`config.mk`:
```
export PLATFORM = sky130hd
export DESIGN_NAME = chan_top
export DESIGN_NICKNAME = d
export VERILOG_FILES = /design/src/source/chan_pkg.sv /design/src/source/axil_regs.sv /design/src/source/bch_encoder.sv /design/src/source/chan_ctrl.sv /design/src/source/chan_top.sv /design/src/source/error_injector.sv /design/src/source/syndrome_check.sv
export VERILOG_INCLUDE_DIRS = /design/src /design/src/include
export SDC_FILE = /design/constraint.sdc
export NUM_CORES = 1
export LEC_CHECK = 0
export BUFFER_PORTS_ARGS = -buffer_cell sky130_fd_sc_hd__buf_4
export CAP_MARGIN = 40
export CORE_AREA = 5 5 175 194
export CTS_CLUSTER_DIAMETER = 30
export CTS_CLUSTER_SIZE = 28
export DETAILED_ROUTE_END_ITERATION = 6
export DIE_AREA = 0 0 180 199
export SLEW_MARGIN = 20
export SYNTH_ARGS = -nofsm -noshare
export SYNTH_HDL_FRONTEND = slang
export SYNTH_SLANG_ARGS = --single-unit
```
`constraint.sdc`:
```
create_clock -name clk -period 9.2 [get_ports clk]
set_input_delay 1.38 -clock clk [delete_from_list [all_inputs] [get_ports clk]]
set_output_delay 1.38 -clock clk [all_outputs]
set_load 0.02 [all_outputs]
```
`src/include/chan_macros.svh`:
```
`ifndef CHAN_MACROS_SVH
`define CHAN_MACROS_SVH

// BCH(15,5) code, corrects up to three errors
`define BCH_N          15
`define BCH_K          5
`define BCH_GEN        11'b10100110111

`define DATA_W         8

// AXI-lite bus
`define AXI_ADDR_W     8
`define AXI_DATA_W     32

`define LFSR_SEED      16'hACE1    // any non-zero value

// ------------------------------------------------------------------------
// register map
// ------------------------------------------------------------------------
`define REG_CTRL       8'h00       // start, bch_en, err_en
`define REG_DATA_IN    8'h04
`define REG_ERR_CNT    8'h08
`define REG_STATUS     8'h0C       // done, busy, err_detected
`define REG_CW0        8'h10
`define REG_CW1        8'h14
`define REG_DATA_OUT   8'h18

`endif

```
`src/source/chan_pkg.sv`:
```
`include "chan_macros.svh"

package chan_pkg;

    typedef logic [`DATA_W-1:0]          byte_t;
    typedef logic [`BCH_K-1:0]           info_t;
    typedef logic [`BCH_N-1:0]           codeword_t;
    typedef logic [7:0]                  err_cnt_t;
    typedef logic [`BCH_N-`BCH_K-1:0]    rem_t;      // parity / remainder bits

    typedef enum logic [2:0] {
        IDLE,
        ENCODE,
        INJECT,
        CHECK,
        DONE
    } ctrl_state_t;

    localparam logic [`BCH_N-`BCH_K:0] BCH_GEN_POLY = `BCH_GEN;

    // one step of division by the generator, message bit enters at the top
    function automatic rem_t bch_step(rem_t rem, logic din);
        logic fb;
        fb = din ^ rem[$high(rem)];
        bch_step = {rem[$high(rem)-1:0], 1'b0} ^ (fb ? BCH_GEN_POLY[$high(rem):0] : '0);
    endfunction

endpackage

```
`src/source/axil_regs.sv`:
```
`include "chan_macros.svh"

module axil_regs (
    input  logic                      clk,
    input  logic                      rst,

    input  logic                      s_axil_awvalid,
    input  logic [`AXI_ADDR_W-1:0]    s_axil_awaddr,
    input  logic [2:0]                s_axil_awprot,
    output logic                      s_axil_awready,
    input  logic                      s_axil_wvalid,
    input  logic [`AXI_DATA_W-1:0]    s_axil_wdata,
    input  logic [`AXI_DATA_W/8-1:0]  s_axil_wstrb,
    output logic                      s_axil_wready,
    input  logic                      s_axil_bready,
    output logic                      s_axil_bvalid,
    output logic [1:0]                s_axil_bresp,
    input  logic                      s_axil_arvalid,
    input  logic [`AXI_ADDR_W-1:0]    s_axil_araddr,
    input  logic [2:0]                s_axil_arprot,
    output logic                      s_axil_arready,
    input  logic                      s_axil_rready,
    output logic                      s_axil_rvalid,
    output logic [`AXI_DATA_W-1:0]    s_axil_rdata,
    output logic [1:0]                s_axil_rresp,

    input  logic                      busy,
    input  logic                      done,
    input  logic                      err_detected,
    input  chan_pkg::codeword_t       cw0,
    input  chan_pkg::codeword_t       cw1,
    input  chan_pkg::byte_t           data_out,

    output logic                      start,
    output logic                      bch_en,
    output logic                      err_en,
    output chan_pkg::byte_t           data_in,
    output chan_pkg::err_cnt_t        err_cnt
);

    import chan_pkg::*;

    localparam logic [1:0] RESP_OKAY   = 2'b00;
    localparam logic [1:0] RESP_SLVERR = 2'b10;

    logic                    wr_en;
    logic                    rd_en;
    logic                    wr_hit;
    logic                    rd_hit;
    logic [`AXI_DATA_W-1:0]  rd_word;
    byte_t                   data_in_q;
    err_cnt_t                err_cnt_q;

    // accept only when the previous response has been taken
    assign s_axil_awready = s_axil_awvalid & s_axil_wvalid & ~s_axil_bvalid;
    assign s_axil_wready  = s_axil_awready;
    assign s_axil_arready = s_axil_arvalid & ~s_axil_rvalid;
    assign wr_en          = s_axil_awready;
    assign rd_en          = s_axil_arready;

    assign data_in = data_in_q;
    assign err_cnt = err_en ? err_cnt_q : '0;   // no errors unless enabled

    // ------------------------------------------------------------------------
    // address decode
    // ------------------------------------------------------------------------
    always_comb begin
        case (s_axil_awaddr)
            `REG_CTRL, `REG_DATA_IN, `REG_ERR_CNT, `REG_STATUS,
            `REG_CW0, `REG_CW1, `REG_DATA_OUT: wr_hit = ~s_axil_awprot[2];
            default: wr_hit = 1'b0;
        endcase
    end

    always_comb begin
        rd_hit  = ~s_axil_arprot[2];    // instruction fetches are refused
        rd_word = '0;
        case (s_axil_araddr)
            `REG_CTRL:     rd_word[2:1] = {err_en, bch_en};
            `REG_DATA_IN:  rd_word[`DATA_W-1:0] = data_in_q;
            `REG_ERR_CNT:  rd_word[7:0] = err_cnt_q;
            `REG_STATUS:   rd_word[2:0] = {err_detected & bch_en, busy, done};
            `REG_CW0:      rd_word[`BCH_N-1:0] = cw0;
            `REG_CW1:      rd_word[`BCH_N-1:0] = cw1;
            `REG_DATA_OUT: rd_word[`DATA_W-1:0] = data_out;
            default:       rd_hit = 1'b0;
        endcase
        if (!rd_hit) begin
            rd_word = '0;
        end
    end

    // ------------------------------------------------------------------------
    // control fields and responses
    // ------------------------------------------------------------------------
    always_ff @(posedge clk or posedge rst) begin
        if (rst) begin
            start         <= 1'b0;
            bch_en        <= 1'b0;
            err_en        <= 1'b0;
            data_in_q     <= '0;
            err_cnt_q     <= '0;
            s_axil_bvalid <= 1'b0;
            s_axil_bresp  <= RESP_OKAY;
            s_axil_rvalid <= 1'b0;
            s_axil_rresp  <= RESP_OKAY;
        end else begin
            start <= 1'b0;  // single-cycle pulse
            if (wr_en && wr_hit && s_axil_wstrb[0]) begin
                case (s_axil_awaddr)
                    `REG_CTRL: begin
                        start  <= s_axil_wdata[0];
                        bch_en <= s_axil_wdata[1];
                        err_en <= s_axil_wdata[2];
                    end
                    `REG_DATA_IN: data_in_q <= s_axil_wdata[`DATA_W-1:0];
                    `REG_ERR_CNT: err_cnt_q <= s_axil_wdata[7:0];
                    default: ;  // read-only registers ignore writes
                endcase
            end

            if (wr_en) begin
                s_axil_bvalid <= 1'b1;
                s_axil_bresp  <= wr_hit ? RESP_OKAY : RESP_SLVERR;
            end else if (s_axil_bready) begin
                s_axil_bvalid <= 1'b0;
            end

            if (rd_en) begin
                s_axil_rvalid <= 1'b1;
                s_axil_rresp  <= rd_hit ? RESP_OKAY : RESP_SLVERR;
            end else if (s_axil_rready) begin
                s_axil_rvalid <= 1'b0;
            end
        end
    end

    always_ff @(posedge clk) begin
        if (rd_en) begin
            s_axil_rdata <= rd_word;    // held while rvalid waits
        end
    end

endmodule

```
`src/source/bch_encoder.sv`:
```
`include "chan_macros.svh"

module bch_encoder (
    input  logic                clk,
    input  logic                rst,
    input  logic                start,
    input  chan_pkg::info_t     info,
    output chan_pkg::codeword_t codeword,
    output logic                done
);

    import chan_pkg::*;

    localparam int CNT_W = $clog2(`BCH_K);

    logic              active_q;
    logic [CNT_W-1:0]  cnt_q;
    info_t             msg_q;
    info_t             shift_q;
    rem_t              rem_q;
    rem_t              rem_next;

    assign rem_next = bch_step(rem_q, shift_q[`BCH_K-1]);
    assign codeword = {msg_q, rem_q};   // systematic, message on top

    always_ff @(posedge clk or posedge rst) begin
        if (rst) begin
            active_q <= 1'b0;
            cnt_q    <= '0;
            done     <= 1'b0;
        end else begin
            done <= 1'b0;
            if (start) begin
                active_q <= 1'b1;
                cnt_q    <= CNT_W'(`BCH_K - 1);
            end else if (active_q) begin
                cnt_q <= cnt_q - 1'b1;
                if (cnt_q == 1) begin
                    active_q <= 1'b0;
                    done     <= 1'b1;
                end
            end
        end
    end

    // first bit is divided on the start edge itself
    always_ff @(posedge clk) begin
        if (start) begin
            msg_q   <= info;
            shift_q <= info << 1;
            rem_q   <= bch_step('0, info[`BCH_K-1]);
        end else if (active_q) begin
            shift_q <= shift_q << 1;
            rem_q   <= rem_next;
        end
    end

endmodule

```
`src/source/chan_ctrl.sv`:
```
module chan_ctrl (
    input  logic clk,
    input  logic rst,
    input  logic start,
    input  logic bch_en,
    input  logic err_en,
    input  logic enc_done,
    input  logic inj_done,
    input  logic chk_done,
    output logic enc_start,
    output logic inj_start,
    output logic chk_start,
    output logic busy,
    output logic done
);

    import chan_pkg::*;

    ctrl_state_t state_q;

    assign busy = (state_q == ENCODE) || (state_q == INJECT) || (state_q == CHECK);
    assign done = (state_q == DONE);

    always_ff @(posedge clk or posedge rst) begin
        if (rst) begin
            state_q   <= IDLE;
            enc_start <= 1'b0;
            inj_start <= 1'b0;
            chk_start <= 1'b0;
        end else begin
            enc_start <= 1'b0;
            inj_start <= 1'b0;
            chk_start <= 1'b0;
            case (state_q)
                IDLE, DONE: begin
                    // ENCODE is always entered so busy shows for at least a cycle
                    if (start) begin
                        state_q   <= ENCODE;
                        enc_start <= bch_en;
                    end
                end
                ENCODE: begin
                    if (enc_done || !bch_en) begin
                        if (err_en) begin
                            state_q   <= INJECT;
                            inj_start <= 1'b1;
                        end else if (bch_en) begin
                            state_q   <= CHECK;
                            chk_start <= 1'b1;
                        end else begin
                            state_q <= DONE;
                        end
                    end
                end
                INJECT: begin
                    if (inj_done) begin
                        state_q   <= bch_en ? CHECK : DONE;
                        chk_start <= bch_en;
                    end
                end
                CHECK: begin
                    if (chk_done) begin
                        state_q <= DONE;
                    end
                end
                default: state_q <= IDLE;
            endcase
        end
    end

endmodule

```
`src/source/chan_top.sv`:
```
`include "chan_macros.svh"

module chan_top (
    input  logic                      clk,
    input  logic                      rst,

    input  logic                      s_axil_awvalid,
    input  logic [`AXI_ADDR_W-1:0]    s_axil_awaddr,
    input  logic [2:0]                s_axil_awprot,
    output logic                      s_axil_awready,
    input  logic                      s_axil_wvalid,
    input  logic [`AXI_DATA_W-1:0]    s_axil_wdata,
    input  logic [`AXI_DATA_W/8-1:0]  s_axil_wstrb,
    output logic                      s_axil_wready,
    input  logic                      s_axil_bready,
    output logic                      s_axil_bvalid,
    output logic [1:0]                s_axil_bresp,
    input  logic                      s_axil_arvalid,
    input  logic [`AXI_ADDR_W-1:0]    s_axil_araddr,
    input  logic [2:0]                s_axil_arprot,
    output logic                      s_axil_arready,
    input  logic                      s_axil_rready,
    output logic                      s_axil_rvalid,
    output logic [`AXI_DATA_W-1:0]    s_axil_rdata,
    output logic [1:0]                s_axil_rresp
);

    logic                start;
    logic                bch_en;
    logic                err_en;
    logic                busy;
    logic                done;
    logic [`DATA_W-1:0]  data_in;
    logic [`DATA_W-1:0]  data_out;
    logic [7:0]          err_cnt;

    logic                enc_start;
    logic                inj_start;
    logic                chk_start;
    logic                enc_done0;
    logic                enc_done1;
    logic                inj_done;
    logic                chk_done0;
    logic                chk_done1;
    logic                nonzero0;
    logic                nonzero1;

    logic [`BCH_N-1:0]   cw0_enc;
    logic [`BCH_N-1:0]   cw1_enc;
    logic [`BCH_N-1:0]   cw0_rx;
    logic [`BCH_N-1:0]   cw1_rx;

    // ------------------------------------------------------------------------
    // register front end and sequencing
    // ------------------------------------------------------------------------
    axil_regs u_regs (
        .clk            (clk),
        .rst            (rst),
        .s_axil_awvalid (s_axil_awvalid),
        .s_axil_awaddr  (s_axil_awaddr),
        .s_axil_awprot  (s_axil_awprot),
        .s_axil_awready (s_axil_awready),
        .s_axil_wvalid  (s_axil_wvalid),
        .s_axil_wdata   (s_axil_wdata),
        .s_axil_wstrb   (s_axil_wstrb),
        .s_axil_wready  (s_axil_wready),
        .s_axil_bready  (s_axil_bready),
        .s_axil_bvalid  (s_axil_bvalid),
        .s_axil_bresp   (s_axil_bresp),
        .s_axil_arvalid (s_axil_arvalid),
        .s_axil_araddr  (s_axil_araddr),
        .s_axil_arprot  (s_axil_arprot),
        .s_axil_arready (s_axil_arready),
        .s_axil_rready  (s_axil_rready),
        .s_axil_rvalid  (s_axil_rvalid),
        .s_axil_rdata   (s_axil_rdata),
        .s_axil_rresp   (s_axil_rresp),
        .busy           (busy),
        .done           (done),
        .err_detected   (nonzero0 | nonzero1),
        .cw0            (cw0_rx),
        .cw1            (cw1_rx),
        .data_out       (data_out),
        .start          (start),
        .bch_en         (bch_en),
        .err_en         (err_en),
        .data_in        (data_in),
        .err_cnt        (err_cnt)
    );

    chan_ctrl u_ctrl (
        .clk       (clk),
        .rst       (rst),
        .start     (start),
        .bch_en    (bch_en),
        .err_en    (err_en),
        .enc_done  (enc_done0 & enc_done1),   // both finish on the same cycle
        .inj_done  (inj_done),
        .chk_done  (chk_done0 & chk_done1),
        .enc_start (enc_start),
        .inj_start (inj_start),
        .chk_start (chk_start),
        .busy      (busy),
        .done      (done)
    );

    // ------------------------------------------------------------------------
    // datapath, high nibble on cw0 and low nibble on cw1
    // ------------------------------------------------------------------------
    bch_encoder u_enc0 (
        .clk      (clk),
        .rst      (rst),
        .start    (enc_start),
        .info     ({1'b0, data_in[7:4]}),
        .codeword (cw0_enc),
        .done     (enc_done0)
    );

    bch_encoder u_enc1 (
        .clk      (clk),
        .rst      (rst),
        .start    (enc_start),
        .info     ({1'b0, data_in[3:0]}),
        .codeword (cw1_enc),
        .done     (enc_done1)
    );

    error_injector u_inj (
        .clk      (clk),
        .rst      (rst),
        .start    (inj_start),
        .bch_en   (bch_en),
        .err_cnt  (err_cnt),
        .cw0_in   (cw0_enc),
        .cw1_in   (cw1_enc),
        .data_in  (data_in),
        .cw0      (cw0_rx),
        .cw1      (cw1_rx),
        .data_out (data_out),
        .done     (inj_done)
    );

    syndrome_check u_chk0 (
        .clk      (clk),
        .rst      (rst),
        .start    (chk_start),
        .codeword (cw0_rx),
        .nonzero  (nonzero0),
        .done     (chk_done0)
    );

    syndrome_check u_chk1 (
        .clk      (clk),
        .rst      (rst),
        .start    (chk_start),
        .codeword (cw1_rx),
        .nonzero  (nonzero1),
        .done     (chk_done1)
    );

endmodule

```
`src/source/error_injector.sv`:
```
`include "chan_macros.svh"

module error_injector (
    input  logic                clk,
    input  logic                rst,
    input  logic                start,
    input  logic                bch_en,
    input  chan_pkg::err_cnt_t  err_cnt,
    input  chan_pkg::codeword_t cw0_in,
    input  chan_pkg::codeword_t cw1_in,
    input  chan_pkg::byte_t     data_in,
    output chan_pkg::codeword_t cw0,
    output chan_pkg::codeword_t cw1,
    output chan_pkg::byte_t     data_out,
    output logic                done
);

    import chan_pkg::*;

    localparam int W      = 2 * `BCH_N;       // both codewords side by side
    localparam int IDX_W  = $clog2(W);
    localparam int NIB_HI = `BCH_N - 2;       // message nibble in the codeword
    localparam int NIB_LO = `BCH_N - `BCH_K;

    logic [15:0]       lfsr_q;
    logic [W-1:0]      word_q;
    logic [W-1:0]      mask_q;
    logic [IDX_W-1:0]  idx;
    logic              idx_ok;
    logic              flip;
    logic              active_q;
    logic              coded_q;
    logic              bypass;
    err_cnt_t          flips_q;
    err_cnt_t          target_q;
    err_cnt_t          limit_new;

    assign idx       = lfsr_q[IDX_W-1:0];
    assign idx_ok    = (coded_q ? (idx < W) : (idx < `DATA_W)) && !mask_q[idx];
    assign flip      = active_q && (flips_q != target_q) && idx_ok;
    assign limit_new = bch_en ? err_cnt_t'(W) : err_cnt_t'(`DATA_W);

    // nothing to inject, words pass straight through
    assign bypass   = (err_cnt == '0);
    assign cw0      = bypass ? cw0_in : word_q[W-1:`BCH_N];
    assign cw1      = bypass ? cw1_in : word_q[`BCH_N-1:0];
    assign data_out = bypass  ? data_in :
                      coded_q ? {word_q[`BCH_N+NIB_HI:`BCH_N+NIB_LO], word_q[NIB_HI:NIB_LO]} :
                                word_q[`DATA_W-1:0];

    always_ff @(posedge clk or posedge rst) begin
        if (rst) begin
            lfsr_q   <= `LFSR_SEED;
            active_q <= 1'b0;
            coded_q  <= 1'b0;
            mask_q   <= '0;
            flips_q  <= '0;
            target_q <= '0;
            done     <= 1'b0;
        end else begin
            lfsr_q <= {lfsr_q[14:0], lfsr_q[15] ^ lfsr_q[13] ^ lfsr_q[12] ^ lfsr_q[10]};
            done   <= 1'b0;
            if (start) begin
                active_q <= 1'b1;
                coded_q  <= bch_en;
                mask_q   <= '0;
                flips_q  <= '0;
                target_q <= (err_cnt > limit_new) ? limit_new : err_cnt;
            end else if (active_q && flips_q == target_q) begin
                active_q <= 1'b0;
                done     <= 1'b1;
            end else if (flip) begin
                mask_q[idx] <= 1'b1;
                flips_q     <= flips_q + 1'b1;
            end
        end
    end

    always_ff @(posedge clk) begin
        if (start) begin
            word_q <= bch_en ? {cw0_in, cw1_in} : W'(data_in);
        end else if (flip) begin
            word_q[idx] <= ~word_q[idx];
        end
    end

endmodule

```
`src/source/syndrome_check.sv`:
```
`include "chan_macros.svh"

module syndrome_check (
    input  logic                clk,
    input  logic                rst,
    input  logic                start,
    input  chan_pkg::codeword_t codeword,
    output logic                nonzero,
    output logic                done
);

    import chan_pkg::*;

    localparam int CNT_W = $clog2(`BCH_N);

    logic              active_q;
    logic [CNT_W-1:0]  cnt_q;
    codeword_t         shift_q;
    rem_t              rem_q;
    rem_t              rem_next;

    // x^10*c(x) mod g is zero exactly when c(x) mod g is
    assign rem_next = bch_step(rem_q, shift_q[`BCH_N-1]);

    always_ff @(posedge clk or posedge rst) begin
        if (rst) begin
            active_q <= 1'b0;
            cnt_q    <= '0;
            nonzero  <= 1'b0;
            done     <= 1'b0;
        end else begin
            done <= 1'b0;
            if (start) begin
                active_q <= 1'b1;
                cnt_q    <= CNT_W'(`BCH_N - 1);
                nonzero  <= 1'b0;
            end else if (active_q) begin
                cnt_q <= cnt_q - 1'b1;
                if (cnt_q == 1) begin   // last bit goes in now
                    active_q <= 1'b0;
                    nonzero  <= |rem_next;
                    done     <= 1'b1;
                end
            end
        end
    end

    always_ff @(posedge clk) begin
        if (start) begin
            shift_q <= codeword << 1;
            rem_q   <= bch_step('0, codeword[`BCH_N-1]);
        end else if (active_q) begin
            shift_q <= shift_q << 1;
            rem_q   <= rem_next;
        end
    end

endmodule

```
==> flow_summary.yaml <==
sta:
  setup_viol: 0
  rsz0062_at_grt: "no"
  layout_min_cycle_time_ns: 3.56
  final_hold_viol_count: 0
  finalCritPeriodShare: 0.387
  hold_ws_ns: 0.346
  setup_ws_ns: 5.64
  fmax_mhz: 281
  slew_violations: 0
  finalClockSkew_ns: 0.0210
  tightestPinTransition_ns: 0.851
  tns_ns: 0
  slew_headroom: 0.431
clock_tree:
  path_clk_slew_ns: 0.05
  cts_setup_buffers: 0
  cts_buffers: 51
  htreeDepth: 2
  ctsRootBufferMaster: "clkbuf_16"
  cts_tree: "yes"
  clk_latency_ns: 0.55
  clk_path_buf_depth: 3
  cts_resized: 0
  cts_sinks: 247
  cts_hold_buf: 0
floorplanning:
  die_h_um: 199
  io_pins: 106
  rows: 69
  fp.coreArea_um2: 31900
  dieWidth_um: 180
  start_util: 0.391
  die_area_um2: 35800
finish:
  instances_no_fill: 1699
  fin_nets: 1309
  drive_above_1_share: 0.178
  n_fill_cell: 2923
  syn_to_final_growth_pct: 21.3
  final_cell_area_um2: 15100
  insertedDiodeCount: 0
  final_core_util: 0.475
yosys:
  synth_edf_count: 109
  synthCells: 1175
  yosysSeqAreaShare: 0.532
  ys_ff_latch: 247
  ys.flop_type: "dfrtp_1"
  syn_avg_cell_area_um2: 10.6
  ys_async_sr_fraction: 0.478
  syn_area_um2: 12500
  synth_warnings: 0
  synth.distinct_cells: 72
detailed_routing:
  drt-initial-drc-count: 742
  wl_um: 31800
  viasPerCell: 5.38
  drc: 0
  ant_nets: 0
  drt-met1-wl_um: 13900
  avgRoutedWirePerCell_um: 18.7
  drt-pass1-iter-count: 5
  vias: 9145
  dr_wl_met3_um: 1650
  dr_wl_met2_um: 15300
  highest_layer: "met4"
global_routing:
  grt_pass1_vias: 9003
  grtUsageTotal: 0.175
  antenna_found_initial: 0
  grt_overflow: 0
  grt_pass1_wl_um: 50500
  grt_max_degree: 67
placed_design:
  place_inst: 1599
  place_area_um2: 13200
  numPortBuffers: 55
  pre_cts_slack_ns: 5.33
  dpl.hpwl_um: 21000
  gp_congestion: 0.846
worst_setup_path:
  arrival_ns: 3.81
  required_ns: 9.45
  path_max_fanout: 40
  r2r_cells: 8
  cp-startpoint: "u_inj.lfsr_q[0]"
  critical_path_class: "reg2reg"
  r2r_slack_ns: 5.64
  cp_slowest_stage_delay_ns: 0.65
  reg2reg_from: "u_inj.lfsr_q[0]"
  r2r_end: "u_inj.word_q[10]"
  end_kind: "register"
  start_kind: "register"
  worstPathCellList: "buf_4 > mux2i_1 > o31ai_1 > o32ai_2 > nand4_2 > or2_2 > buf_12 > o21bai_1"
  cp_slowest_cell: "or2_2"
power_and_ir_drop:
  peakVddDrop_v: 0.000136
  p_leak_nw: 6.02
  total_power_mw: 3.38
  powerDensity_nw_per_um2: 223
hold_path:
  hold_path.startpoint: "u_inj.lfsr_q[8]"
  hold_depth: 0
  hold_end: "u_inj.lfsr_q[9]"
  hp-class: "reg2reg"
job:
  cap_violations: 0
status:
  status: "complete, no violations"
[area by class of cell]
class	instances	area (um^2)	share of cell area
clock buffers	65	1460	0.0967
clock inverters	31	413	0.0273
inverters	60	228	0.0151
multi-input cells	789	5190	0.343
flip-flops and latches	247	6640	0.439
well taps	426	533	0.0352
repair buffers	81	661	0.0437
[worst max-delay path, delay by kind of cell, from the launching register on]
family | cells | cell delay [ns]
buffers and inverters | 2 | 0.74
AO/OA/AOI/OAI | 3 | 0.65
AND/OR/NAND/NOR | 2 | 1.01
flip-flops | 1 | 0.51
multiplexers | 1 | 0.29
[per-layer routing]
layer	GRT usage	up-vias
met5	0	-
li1	-	4322
met3	0.0304	53
met2	0.288	256
met1	0.234	4514
met4	0.0660	0
[cells in the mapped netlist, types with 14 or more instances]
master,n,area (um^2)
a21oi_1,52,260
buf_4,22,165
clkbuf_1,50,188
dfrtp_1,110,2750
dfxtp_1,20,400
edfxtp_1,109,3270
ha_1,14,175
inv_1,58,218
mux2_2,23,259
mux2i_1,61,611
nand2_1,111,417
nand2b_1,18,113
nand3_1,20,100
nor2_1,105,394
nor2b_1,19,119
nor3_1,18,90.1
o21ai_0,61,305
o21bai_1,25,188
o22ai_1,30,188
xnor2_1,28,245
[cells by family after synthesis]
| family | Yosys count | share of synthesized area |
|---|---|---|
| buffers and inverters | 157 | 0.0583 |
| and+or+nand+nor | 360 | 0.139 |
| DFF | 247 | 0.532 |
| other | 1 | 0.000301 |
| xor gates and xnor gates | 40 | 0.0281 |
| adders and majority gates | 14 | 0.0140 |
| muxes | 99 | 0.0941 |
| AOI/OAI and AO/OA | 257 | 0.134 |
[registers in the layout (all words and copies together), names as in the netlist, 8 cells and up]
| register | cells |
|---|---|
| u_regs.err_cnt_q | 8 |
| u_chk1.shift_q | 14 |
| u_enc1.rem_q | 10 |
| u_inj.mask_q | 30 |
| u_inj.flips_q | 8 |
| u_regs.data_in | 8 |
| u_chk1.rem_q | 10 |
| u_chk0.shift_q | 14 |
| u_enc0.rem_q | 10 |
| u_inj.target_q | 8 |
| u_inj.lfsr_q | 16 |
| u_inj.word_q | 30 |
| u_regs.s_axil_rdata | 15 |
| u_chk0.rem_q | 10 |
[layout by cell type (no fill, tap or decap), types with 10 or more instances in the layout]
master	count
nor2b_1	19
conb_1	19
o31ai_1	10
ha_1	14
mux2i_1	61
buf_4	75
nand2b_1	18
xor2_1	12
a211oi_1	11
mux2_2	23
o21bai_1	25
o22ai_1	30
edfxtp_1	109
dfxtp_1	20
nand2_1	111
a21oi_1	51
nor4_1	13
clkbuf_16	54
xnor2_1	28
inv_1	57
o21ai_0	61
nor2_1	105
nand3_1	20
nor3_1	18
dfrtp_1	108
[worst max-delay path by stage]
stage / to
3_5_place_dp: u_regs.s_axil_rdata[6]
6_report: u_inj.word_q[10]
5_1_grt: u_inj.word_q[20]
2_1_floorplan: u_chk0.active_q
4_1_cts: u_inj.word_q[10]
3_3_place_gp: u_inj.word_q[14]
[power by group]
| part | internal (mW) | switching (mW) | leakage (nW) |
|---|---|---|---|
| Clock | 1.37 | 0.604 | 0.914 |
| Combinational | 0.0749 | 0.101 | 2.35 |
| Sequential | 1.19 | 0.0406 | 2.76 |
No activity file was read; power rests on OpenSTA's default activity.
